$ cat src/la_decode_pkg.sv
`default_nettype none

package la_decode_pkg;

    typedef enum logic [7:0] {
        alu_nop     = 8'h00,
        alu_add     = 8'h01,
        alu_sub     = 8'h02,
        alu_slt     = 8'h03,
        alu_sltu    = 8'h04,
        alu_and     = 8'h05,
        alu_or      = 8'h06,
        alu_xor     = 8'h07,
        alu_ertn    = 8'h10,  // exception return
        alu_rdcntid = 8'h11,
        alu_rdcntvl = 8'h12,
        alu_rdcntvh = 8'h13,
        alu_tlbsrch = 8'h20,
        alu_tlbrd   = 8'h21,
        alu_tlbwr   = 8'h22,
        alu_tlbfill = 8'h23
    } alu_op_e;

    typedef enum logic [2:0] {
        sel_nop   = 3'd0,
        sel_arith = 3'd1,
        sel_logic = 3'd2,
        sel_csr   = 3'd3
    } alu_sel_e;

    typedef enum logic [6:0] {
        exc_none = 7'h00,
        exc_ine  = 7'h0d,  // instruction not existing
        exc_ipe  = 7'h0e   // privilege error
    } exc_cause_e;

    // 1R / I26 formats, inst[31:10]
    localparam logic [21:0] op_ertn     = 22'h1920e;
    localparam logic [21:0] op_tlbsrch  = 22'h1920a;
    localparam logic [21:0] op_tlbrd    = 22'h1920b;
    localparam logic [21:0] op_tlbwr    = 22'h1920c;
    localparam logic [21:0] op_tlbfill  = 22'h1920d;
    localparam logic [21:0] op_rdcnt_id = 22'h00018;  // rdcntid.w / rdcntvl.w
    localparam logic [21:0] op_rdcnt_vh = 22'h00019;

    // 3R, inst[31:15]
    localparam logic [16:0] op_add_w = 17'h00020;
    localparam logic [16:0] op_sub_w = 17'h00022;
    localparam logic [16:0] op_slt   = 17'h00024;
    localparam logic [16:0] op_sltu  = 17'h00025;
    localparam logic [16:0] op_and   = 17'h00029;
    localparam logic [16:0] op_or    = 17'h0002a;
    localparam logic [16:0] op_xor   = 17'h0002b;

    // 2RI12, inst[31:22]
    localparam logic [9:0] op_slti   = 10'h008;
    localparam logic [9:0] op_sltui  = 10'h009;
    localparam logic [9:0] op_addi_w = 10'h00a;
    localparam logic [9:0] op_andi   = 10'h00d;
    localparam logic [9:0] op_ori    = 10'h00e;
    localparam logic [9:0] op_xori   = 10'h00f;

    localparam logic [1:0] plv_user = 2'd3;

    typedef struct packed {
        logic [31:0] pc;
        logic [31:0] inst;
    } fetch_t;

    typedef struct packed {
        logic [31:0] pc;
        logic [31:0] inst;
        logic        inst_valid;  // decoder claims the word
        logic        reg_write_en;
        logic [4:0]  reg_write_addr;
        alu_op_e     aluop;
        alu_sel_e    alusel;
        logic [31:0] imm;
        logic        reg1_read_en;
        logic [4:0]  reg1_read_addr;
        logic        reg2_read_en;
        logic [4:0]  reg2_read_addr;
        logic        is_privilege;
        logic        is_cnt;
        logic        csr_read_en;
        logic        csr_write_en;
        logic [13:0] csr_addr;
        logic [4:0]  invtlb_op;
        logic        is_exception;
        exc_cause_e  exc_cause;
    } dec_t;

endpackage

`default_nettype wire
$ cat src/decode_stage.sv
`timescale 1ns/1ns
`default_nettype none

module decode_stage (
    input  logic                  clk,
    input  logic                  reset,
    input  logic                  in_valid,
    output logic                  in_ready,
    input  la_decode_pkg::fetch_t in,
    input  logic [1:0]            plv,
    output logic                  out_valid,
    input  logic                  out_ready,
    output la_decode_pkg::dec_t   out
);
    import la_decode_pkg::*;

    dec_t dec_1r;
    dec_t dec_3r;
    dec_t dec_2ri;
    dec_t dec_sel;

    id_1r_i26 u_id_1r_i26 (.inst(in.inst), .pc(in.pc), .dec(dec_1r));
    id_3r     u_id_3r     (.inst(in.inst), .pc(in.pc), .dec(dec_3r));
    id_2ri12  u_id_2ri12  (.inst(in.inst), .pc(in.pc), .dec(dec_2ri));

    id_merge u_id_merge (
        .dec_1r  (dec_1r),
        .dec_3r  (dec_3r),
        .dec_2ri (dec_2ri),
        .plv     (plv),
        .dec     (dec_sel)
    );

    id_out_reg u_id_out_reg (
        .clk       (clk),
        .reset     (reset),
        .in_valid  (in_valid),
        .in_ready  (in_ready),
        .in        (dec_sel),
        .out_valid (out_valid),
        .out_ready (out_ready),
        .out       (out)
    );

endmodule

`default_nettype wire

$ cat src/id_out_reg.sv
`timescale 1ns/1ns
`default_nettype none

module id_out_reg (
    input  logic                clk,
    input  logic                reset,
    input  logic                in_valid,
    output logic                in_ready,
    input  la_decode_pkg::dec_t in,
    output logic                out_valid,
    input  logic                out_ready,
    output la_decode_pkg::dec_t out
);

    // slot frees up in the same cycle it drains
    assign in_ready = !out_valid || out_ready;

    always_ff @(posedge clk) begin
        if (reset) begin
            out_valid <= 1'b0;
        end else if (in_ready) begin
            out_valid <= in_valid;
        end
    end

    always_ff @(posedge clk) begin
        if (reset) begin
            out <= '0;
        end else if (in_valid && in_ready) begin
            out <= in;  // load on accept only
        end
    end

endmodule

`default_nettype wire

$ cat src/id_merge.sv
`timescale 1ns/1ns
`default_nettype none

module id_merge (
    input  la_decode_pkg::dec_t dec_1r,
    input  la_decode_pkg::dec_t dec_3r,
    input  la_decode_pkg::dec_t dec_2ri,
    input  logic [1:0]          plv,
    output la_decode_pkg::dec_t dec
);
    import la_decode_pkg::*;

    always_comb begin
        if (dec_1r.inst_valid) begin
            dec = dec_1r;
        end else if (dec_3r.inst_valid) begin
            dec = dec_3r;
        end else if (dec_2ri.inst_valid) begin
            dec = dec_2ri;
        end else begin
            dec              = '0;  // all enables off
            dec.pc           = dec_1r.pc;
            dec.inst         = dec_1r.inst;
            dec.is_exception = 1'b1;
            dec.exc_cause    = exc_ine;
        end

        // privileged op from user mode
        if (dec.is_privilege && plv == plv_user) begin
            dec.reg_write_en = 1'b0;
            dec.is_exception = 1'b1;
            dec.exc_cause    = exc_ipe;
        end
    end

endmodule

`default_nettype wire

$ cat src/id_2ri12.sv
`timescale 1ns/1ns
`default_nettype none

module id_2ri12 (
    input  logic [31:0]         inst,
    input  logic [31:0]         pc,
    output la_decode_pkg::dec_t dec
);
    import la_decode_pkg::*;

    logic [9:0]  opcode;
    logic [11:0] imm12;
    logic [4:0]  rj;
    logic [4:0]  rd;

    assign opcode = inst[31:22];
    assign imm12  = inst[21:10];
    assign rj     = inst[9:5];
    assign rd     = inst[4:0];

    always_comb begin
        dec            = '0;
        dec.pc         = pc;
        dec.inst       = inst;
        dec.aluop      = alu_nop;
        dec.alusel     = sel_nop;
        dec.exc_cause  = exc_none;
        dec.inst_valid = 1'b1;
        case (opcode)
            op_addi_w: begin dec.aluop = alu_add;  dec.alusel = sel_arith; end
            op_slti:   begin dec.aluop = alu_slt;  dec.alusel = sel_arith; end
            op_sltui:  begin dec.aluop = alu_sltu; dec.alusel = sel_arith; end
            op_andi:   begin dec.aluop = alu_and;  dec.alusel = sel_logic; end
            op_ori:    begin dec.aluop = alu_or;   dec.alusel = sel_logic; end
            op_xori:   begin dec.aluop = alu_xor;  dec.alusel = sel_logic; end
            default:   dec.inst_valid = 1'b0;
        endcase
        if (dec.inst_valid) begin
            dec.reg1_read_en   = 1'b1;
            dec.reg1_read_addr = rj;
            dec.reg_write_en   = 1'b1;
            dec.reg_write_addr = rd;
            // logic ops take ui12, arith ops take si12
            if (dec.alusel == sel_logic) dec.imm = {20'd0, imm12};
            else                         dec.imm = {{20{imm12[11]}}, imm12};
        end
    end

endmodule

`default_nettype wire

$ cat src/id_3r.sv
`timescale 1ns/1ns
`default_nettype none

module id_3r (
    input  logic [31:0]         inst,
    input  logic [31:0]         pc,
    output la_decode_pkg::dec_t dec
);
    import la_decode_pkg::*;

    logic [16:0] opcode;
    logic [4:0]  rk;
    logic [4:0]  rj;
    logic [4:0]  rd;
    logic        hit;
    alu_op_e     op;
    alu_sel_e    sel;

    assign opcode = inst[31:15];
    assign rk     = inst[14:10];
    assign rj     = inst[9:5];
    assign rd     = inst[4:0];

    always_comb begin
        hit = 1'b1;
        op  = alu_nop;
        sel = sel_nop;
        case (opcode)
            op_add_w: begin op = alu_add;  sel = sel_arith; end
            op_sub_w: begin op = alu_sub;  sel = sel_arith; end
            op_slt:   begin op = alu_slt;  sel = sel_arith; end
            op_sltu:  begin op = alu_sltu; sel = sel_arith; end
            op_and:   begin op = alu_and;  sel = sel_logic; end
            op_or:    begin op = alu_or;   sel = sel_logic; end
            op_xor:   begin op = alu_xor;  sel = sel_logic; end
            default:  hit = 1'b0;
        endcase
    end

    always_comb begin
        dec                = '0;
        dec.pc             = pc;
        dec.inst           = inst;
        dec.exc_cause      = exc_none;
        dec.inst_valid     = hit;
        dec.aluop          = op;
        dec.alusel         = sel;
        dec.reg1_read_en   = hit;
        dec.reg1_read_addr = hit ? rj : 5'd0;
        dec.reg2_read_en   = hit;
        dec.reg2_read_addr = hit ? rk : 5'd0;
        dec.reg_write_en   = hit;
        dec.reg_write_addr = hit ? rd : 5'd0;
    end

endmodule

`default_nettype wire

$ cat src/id_1r_i26.sv
`timescale 1ns/1ns
`default_nettype none

module id_1r_i26 (
    input  logic [31:0]         inst,
    input  logic [31:0]         pc,
    output la_decode_pkg::dec_t dec
);
    import la_decode_pkg::*;

    logic [21:0] opcode;
    logic [4:0]  rj;
    logic [4:0]  rd;

    assign opcode = inst[31:10];
    assign rj     = inst[9:5];
    assign rd     = inst[4:0];

    always_comb begin
        dec           = '0;
        dec.pc        = pc;
        dec.inst      = inst;
        dec.aluop     = alu_nop;
        dec.alusel    = sel_nop;
        dec.exc_cause = exc_none;
        case (opcode)
            op_ertn: begin
                dec.inst_valid   = 1'b1;
                dec.is_privilege = 1'b1;
                dec.aluop        = alu_ertn;
                dec.alusel       = sel_csr;
            end
            op_tlbsrch: begin
                dec.inst_valid   = 1'b1;
                dec.is_privilege = 1'b1;
                dec.aluop        = alu_tlbsrch;
                dec.alusel       = sel_csr;
            end
            op_tlbrd: begin
                dec.inst_valid   = 1'b1;
                dec.is_privilege = 1'b1;
                dec.reg_write_en = 1'b1;  // write address stays 0
                dec.aluop        = alu_tlbrd;
                dec.alusel       = sel_csr;
            end
            op_tlbwr: begin
                dec.inst_valid   = 1'b1;
                dec.is_privilege = 1'b1;
                dec.aluop        = alu_tlbwr;
                dec.alusel       = sel_csr;
            end
            op_tlbfill: begin
                dec.inst_valid   = 1'b1;
                dec.is_privilege = 1'b1;
                dec.aluop        = alu_tlbfill;
                dec.alusel       = sel_csr;
            end
            op_rdcnt_id: begin
                dec.inst_valid   = 1'b1;
                dec.is_cnt       = 1'b1;
                dec.reg_write_en = 1'b1;
                dec.alusel       = sel_csr;
                if (rj != 5'd0) begin  // rdcntid.w writes rj
                    dec.aluop          = alu_rdcntid;
                    dec.reg_write_addr = rj;
                    dec.csr_read_en    = 1'b1;
                end else begin
                    dec.aluop          = alu_rdcntvl;
                    dec.reg_write_addr = rd;
                end
            end
            op_rdcnt_vh: begin
                dec.inst_valid     = 1'b1;
                dec.is_cnt         = 1'b1;
                dec.reg_write_en   = 1'b1;
                dec.reg_write_addr = rd;
                dec.aluop          = alu_rdcntvh;
                dec.alusel         = sel_csr;
            end
            default: ;  // not ours
        endcase
    end

endmodule

`default_nettype wire

$ cat config.mk
export PLATFORM = sky130hd
export DESIGN_NAME = decode_stage
export DESIGN_NICKNAME = d
export VERILOG_FILES = /design/src/la_decode_pkg.sv /design/src/decode_stage.sv /design/src/id_out_reg.sv /design/src/id_merge.sv /design/src/id_2ri12.sv /design/src/id_3r.sv /design/src/id_1r_i26.sv
export SDC_FILE = /design/constraint.sdc
export NUM_CORES = 1
export LEC_CHECK = 0
export BUFFER_PORTS_ARGS = -buffer_cell sky130_fd_sc_hd__buf_2
export CORE_AREA = 2 2 81 141
export DETAILED_ROUTE_END_ITERATION = 8
export DIE_AREA = 0 0 83 143
export GPL_TIMING_DRIVEN = 0
export PLACE_DENSITY = 0.79
export SETUP_SLACK_MARGIN = 0.15
export SLEW_MARGIN = 40
export SYNTH_ARGS = -nofsm -noshare
export SYNTH_HDL_FRONTEND = slang
export SYNTH_SLANG_ARGS = --single-unit
$ cat constraint.sdc
create_clock -name clk -period 3 [get_ports clk]
set_input_delay 0.3 -clock clk [delete_from_list [all_inputs] [get_ports clk]]
set_output_delay 0.3 -clock clk [all_outputs]
set_load 0.02 [all_outputs]
==> results.py <==
metrics = {
    "outcome": {
        "outcome": "finished clean",
    },
    "clocking": {
        "clkTransAtPathRegs_ns": 0.08,
        "cts_sinks": 110,
        "postCtsHoldBufs": 0,
        "cts_tree": "built",
        "cts.path.max_buffers": 2,
        "cts_setup_buffers": 0,
        "cts.root.buffer_cell": "clkbuf_16",
        "worst_skew_pair.late_latency_ns": 0.36,
        "cts_buffers": 9,
        "cts_resized": 0,
        "ctsHtreeMaxLevel": 3,
    },
    "global_route": {
        "globalRouteTotalUtil_pct": 24.8,
        "grt_antenna_before_repair": 0,
        "grt_pass1_vias": 4736,
        "overflow": 0,
        "grt_start_max_net_pins": 22,
        "grt_first_pass_wirelength_um": 23500,
    },
    "drt": {
        "initialDrtViolationCount": 243,
        "drtPass1Iterations": 5,
        "vias": 5085,
        "total_wirelength_of_the_detailed_routed_design_um": 15400,
        "viasPerCell": 5.09,
        "drtAntennaViolNets": 0,
        "wirelength_per_cell_um": 15.4,
        "route.detailed.drc": 0,
    },
    "floorplanning": {
        "initial_utilization_pct": 46.0,
        "die_x_um": 83,
        "floorplan.die.height_um": 143,
        "core.rowCount": 50,
        "core_region_area_mm2": 0.0107,
        "design.die.area_mm2": 0.0119,
        "ioPinCount": 229,
    },
    "yosys": {
        "sequential_to_total_area_share_from_yosys_stat_pct": 44.8,
        "yosys-top-cells-area": "dfxtp_1 (45%), nand2_1 (13%), a21oi_1 (11%)",
        "netlist-cell-type-count": 49,
        "fraction_of_synthesis_flops_using_an_asynchronous_set_or_reset_pin_pct": 0,
        "syn_area_per_cell_um2": 7.77,
        "post-synth-top-area-cell": "dfxtp_1",
        "synth-main-ff-cell": "dfxtp_1",
        "synth_warn": 0,
        "ys_ff_latch": 110,
        "synth_largest_type_area_fraction_pct": 44.8,
        "syn-instance-count": 633,
        "edff_count_synth": 0,
        "post_synth_instance_area_mm2": 0.00492,
    },
    "placement": {
        "io_buffers": 195,
        "hpwl_um": 12000,
        "pre_cts_slack_ns": 0.280,
        "gp_congestion": 0.968,
    },
    "cells_and_area": {
        "layout.nets": 935,
        "antenna_cells_inserted": 0,
        "multiInputGateArea_mm2": 0.00220,
        "areaGrowthSynthToFinish_pct": 31.4,
        "final_core_density_pct": 60.4,
        "number_of_fill_cells_in_the_layout": 1041,
        "share_of_cells_above_drive_strength_1_pct": 32.5,
        "area_occupied_by_registers_mm2": 0.00220,
    },
    "power": {
        "swShare_pct": 29.0,
        "cellPowerDensity_mw_per_mm2": 507,
        "p_comb_share_pct": 16.1,
        "switching_power_total_uw": 949,
        "power.clock.fraction_pct": 36.6,
        "power_leakage_uw": 0.00306,
        "power.internal_uw": 2330,
        "worst_ir_drop_vdd_v": 0.000336,
        "seq_power_share_pct": 47.3,
    },
    "worst_setup_path": {
        "crit_required_ns": 3.28,
        "worst_ep_arrival_time_ns": 2.71,
        "nature_of_the_critical_path_startpoint": "primary input",
        "worst-r2r-cell-count": 7,
        "classification_of_the_worst_setup_path": "primary input to flip-flop",
        "worst_setup_ep_type": "flip-flop",
        "cp-startpoint": "in[26]",
        "reg2reg_from": "u_id_out_reg.out_valid",
        "maximum_net_fanout_on_the_critical_path": 10,
    },
    "sta": {
        "final_period_minus_worst_setup_slack_ns": 2.43,
        "setup_tns_ns": 0,
        "fmaxAchievable_ghz": 0.412,
        "period_share_pct": 81.0,
        "fin_ws_ns": 0.570,
        "final_hold_viol_count": 0,
        "worst_clock_skew_ns": 0.00816,
        "rsz0062_at_grt": "false",
        "slew_viol_final": 0,
        "tightest_slew_ns": 0.750,
        "slew_headroom_pct": 49.5,
        "final_setup_viols": 0,
    },
    "flow_run": {
        "max_cap_viol_count": 0,
    },
    "min_path": {
        "type_of_the_worst_min_delay_path": "primary input to flip-flop",
        "min_from": "in[36]",
        "min_path_cells": 3,
    },
}
==> critical path, cell delays in order <==
cell and delay (ns):
buf_2 0.13, nor4_1 0.67, nand3_1 0.27, a211oi_2 0.53, clkbuf_1 0.45, o31ai_1 0.15, a211oi_1 0.21
==> layout make-up <==
type	count	area share, %
Clock buffer	11	3.91
Multi-Input combinational cell	449	34.0
Timing Repair Buffer	195	15.1
Tap cell	130	2.52
Buffer	97	9.48
Sequential cell	110	34.1
Clock inverter	5	0.793
Inverter	3	0.174
==> synthesized netlist by cell type, drive strengths merged, types with 3 or more instances <==
library cell  number
inv                3
nand4              4
o21bai             6
dfxtp            110
nor2b              4
a211oi            11
buf               65
o211ai             4
nor3b              3
nor3               9
o21ai             10
clkbuf            32
or4                3
nand2            172
or3                3
o31ai              5
and2               3
a21oi            105
nor2              27
nor4              10
nand3             21
==> cell usage in the layout (no fill, tap or decap), types with 3 or more instances in the layout <==
| master | n |
|---|---|
| buf_2 | 199 |
| nand2_1 | 172 |
| dfxtp_1 | 110 |
| a21oi_1 | 105 |
| buf_4 | 52 |
| clkbuf_1 | 31 |
| nor2_1 | 27 |
| conb_1 | 27 |
| nand3_1 | 21 |
| o21ai_0 | 10 |
| a211oi_1 | 10 |
| clkbuf_16 | 9 |
| nor3_1 | 8 |
| buf_6 | 6 |
| nor4_1 | 6 |
| o21bai_1 | 6 |
| o31ai_1 | 5 |
| nand4_1 | 4 |
| nor2b_1 | 4 |
| o211ai_1 | 4 |
| buf_1 | 3 |
| inv_1 | 3 |
| or4_1 | 3 |
| nor4_2 | 3 |
| nor3b_1 | 3 |
==> stage by stage <==
| step | hold slack, ns | std cells | instance area [µm²] | total power (µW) |
|---|---|---|---|---|
| 2_1_floorplan | 0.427 | 659 | 5020 | 1920 |
| 3_3_place_gp | 0.436 | 984 | 6160 | 2110 |
| 3_5_place_dp | 0.441 | 984 | 6160 | 2110 |
| 4_1_cts | 0.168 | 1000 | 6460 | 3290 |
| 5_1_grt | 0.175 | 1000 | 6460 | 3410 |
| 6_report | 0.171 | 1000 | 6460 | 3280 |
==> metal layers <==
| layer | GRT usage (%) | wire, µm | share of wire (%) | up-vias |
|---|---|---|---|---|
| li1 | - | - | - | 2530 |
| met1 | 26.5 | 5630 | 37 | 2269 |
| met2 | 44.6 | 7880 | 51 | 229 |
| met3 | 5.61 | 1060 | 6.9 | 57 |
| met4 | 13.9 | 796 | 5.2 | 0 |
| met5 | 0 | 0 | 0 | - |
==> power groups by stage <==
stage	Sequential [µW]	Clock, µW	Combinational, µW
floorplan	1660	0	259
global placement	1580	0	523
detailed placement	1590	0	526
CTS	1550	1210	528
global route	1560	1280	571
finish	1550	1200	528
==> flip-flops by register name, indices dropped and copies added (netlist names) <==
name	cells
u_id_out_reg.out_valid	1
u_id_out_reg.out	109
==> worst paths after layout <==
check / endpoint / slack (ns)
worst min register to register: u_id_out_reg.out[54] / 0.45
worst min-delay path: u_id_out_reg.out[129] / 0.17
worst max register to register: u_id_out_reg.out[93] / 0.94
worst max-delay path: u_id_out_reg.out[90] / 0.57
==> kinds of logic (layout without fill, tap and decap cells) <==
logic type | after synthesis | in the layout | synth area share [%]
xor+xnor | 2 | 2 | 0.356
compound gates | 152 | 152 | 17.5
flops | 110 | 110 | 44.8
buf+inv | 100 | 311 | 12.7
other cells | 1 | 27 | 0.0762
simple gates | 268 | 268 | 24.6
Power figures use the tool's default switching activity.
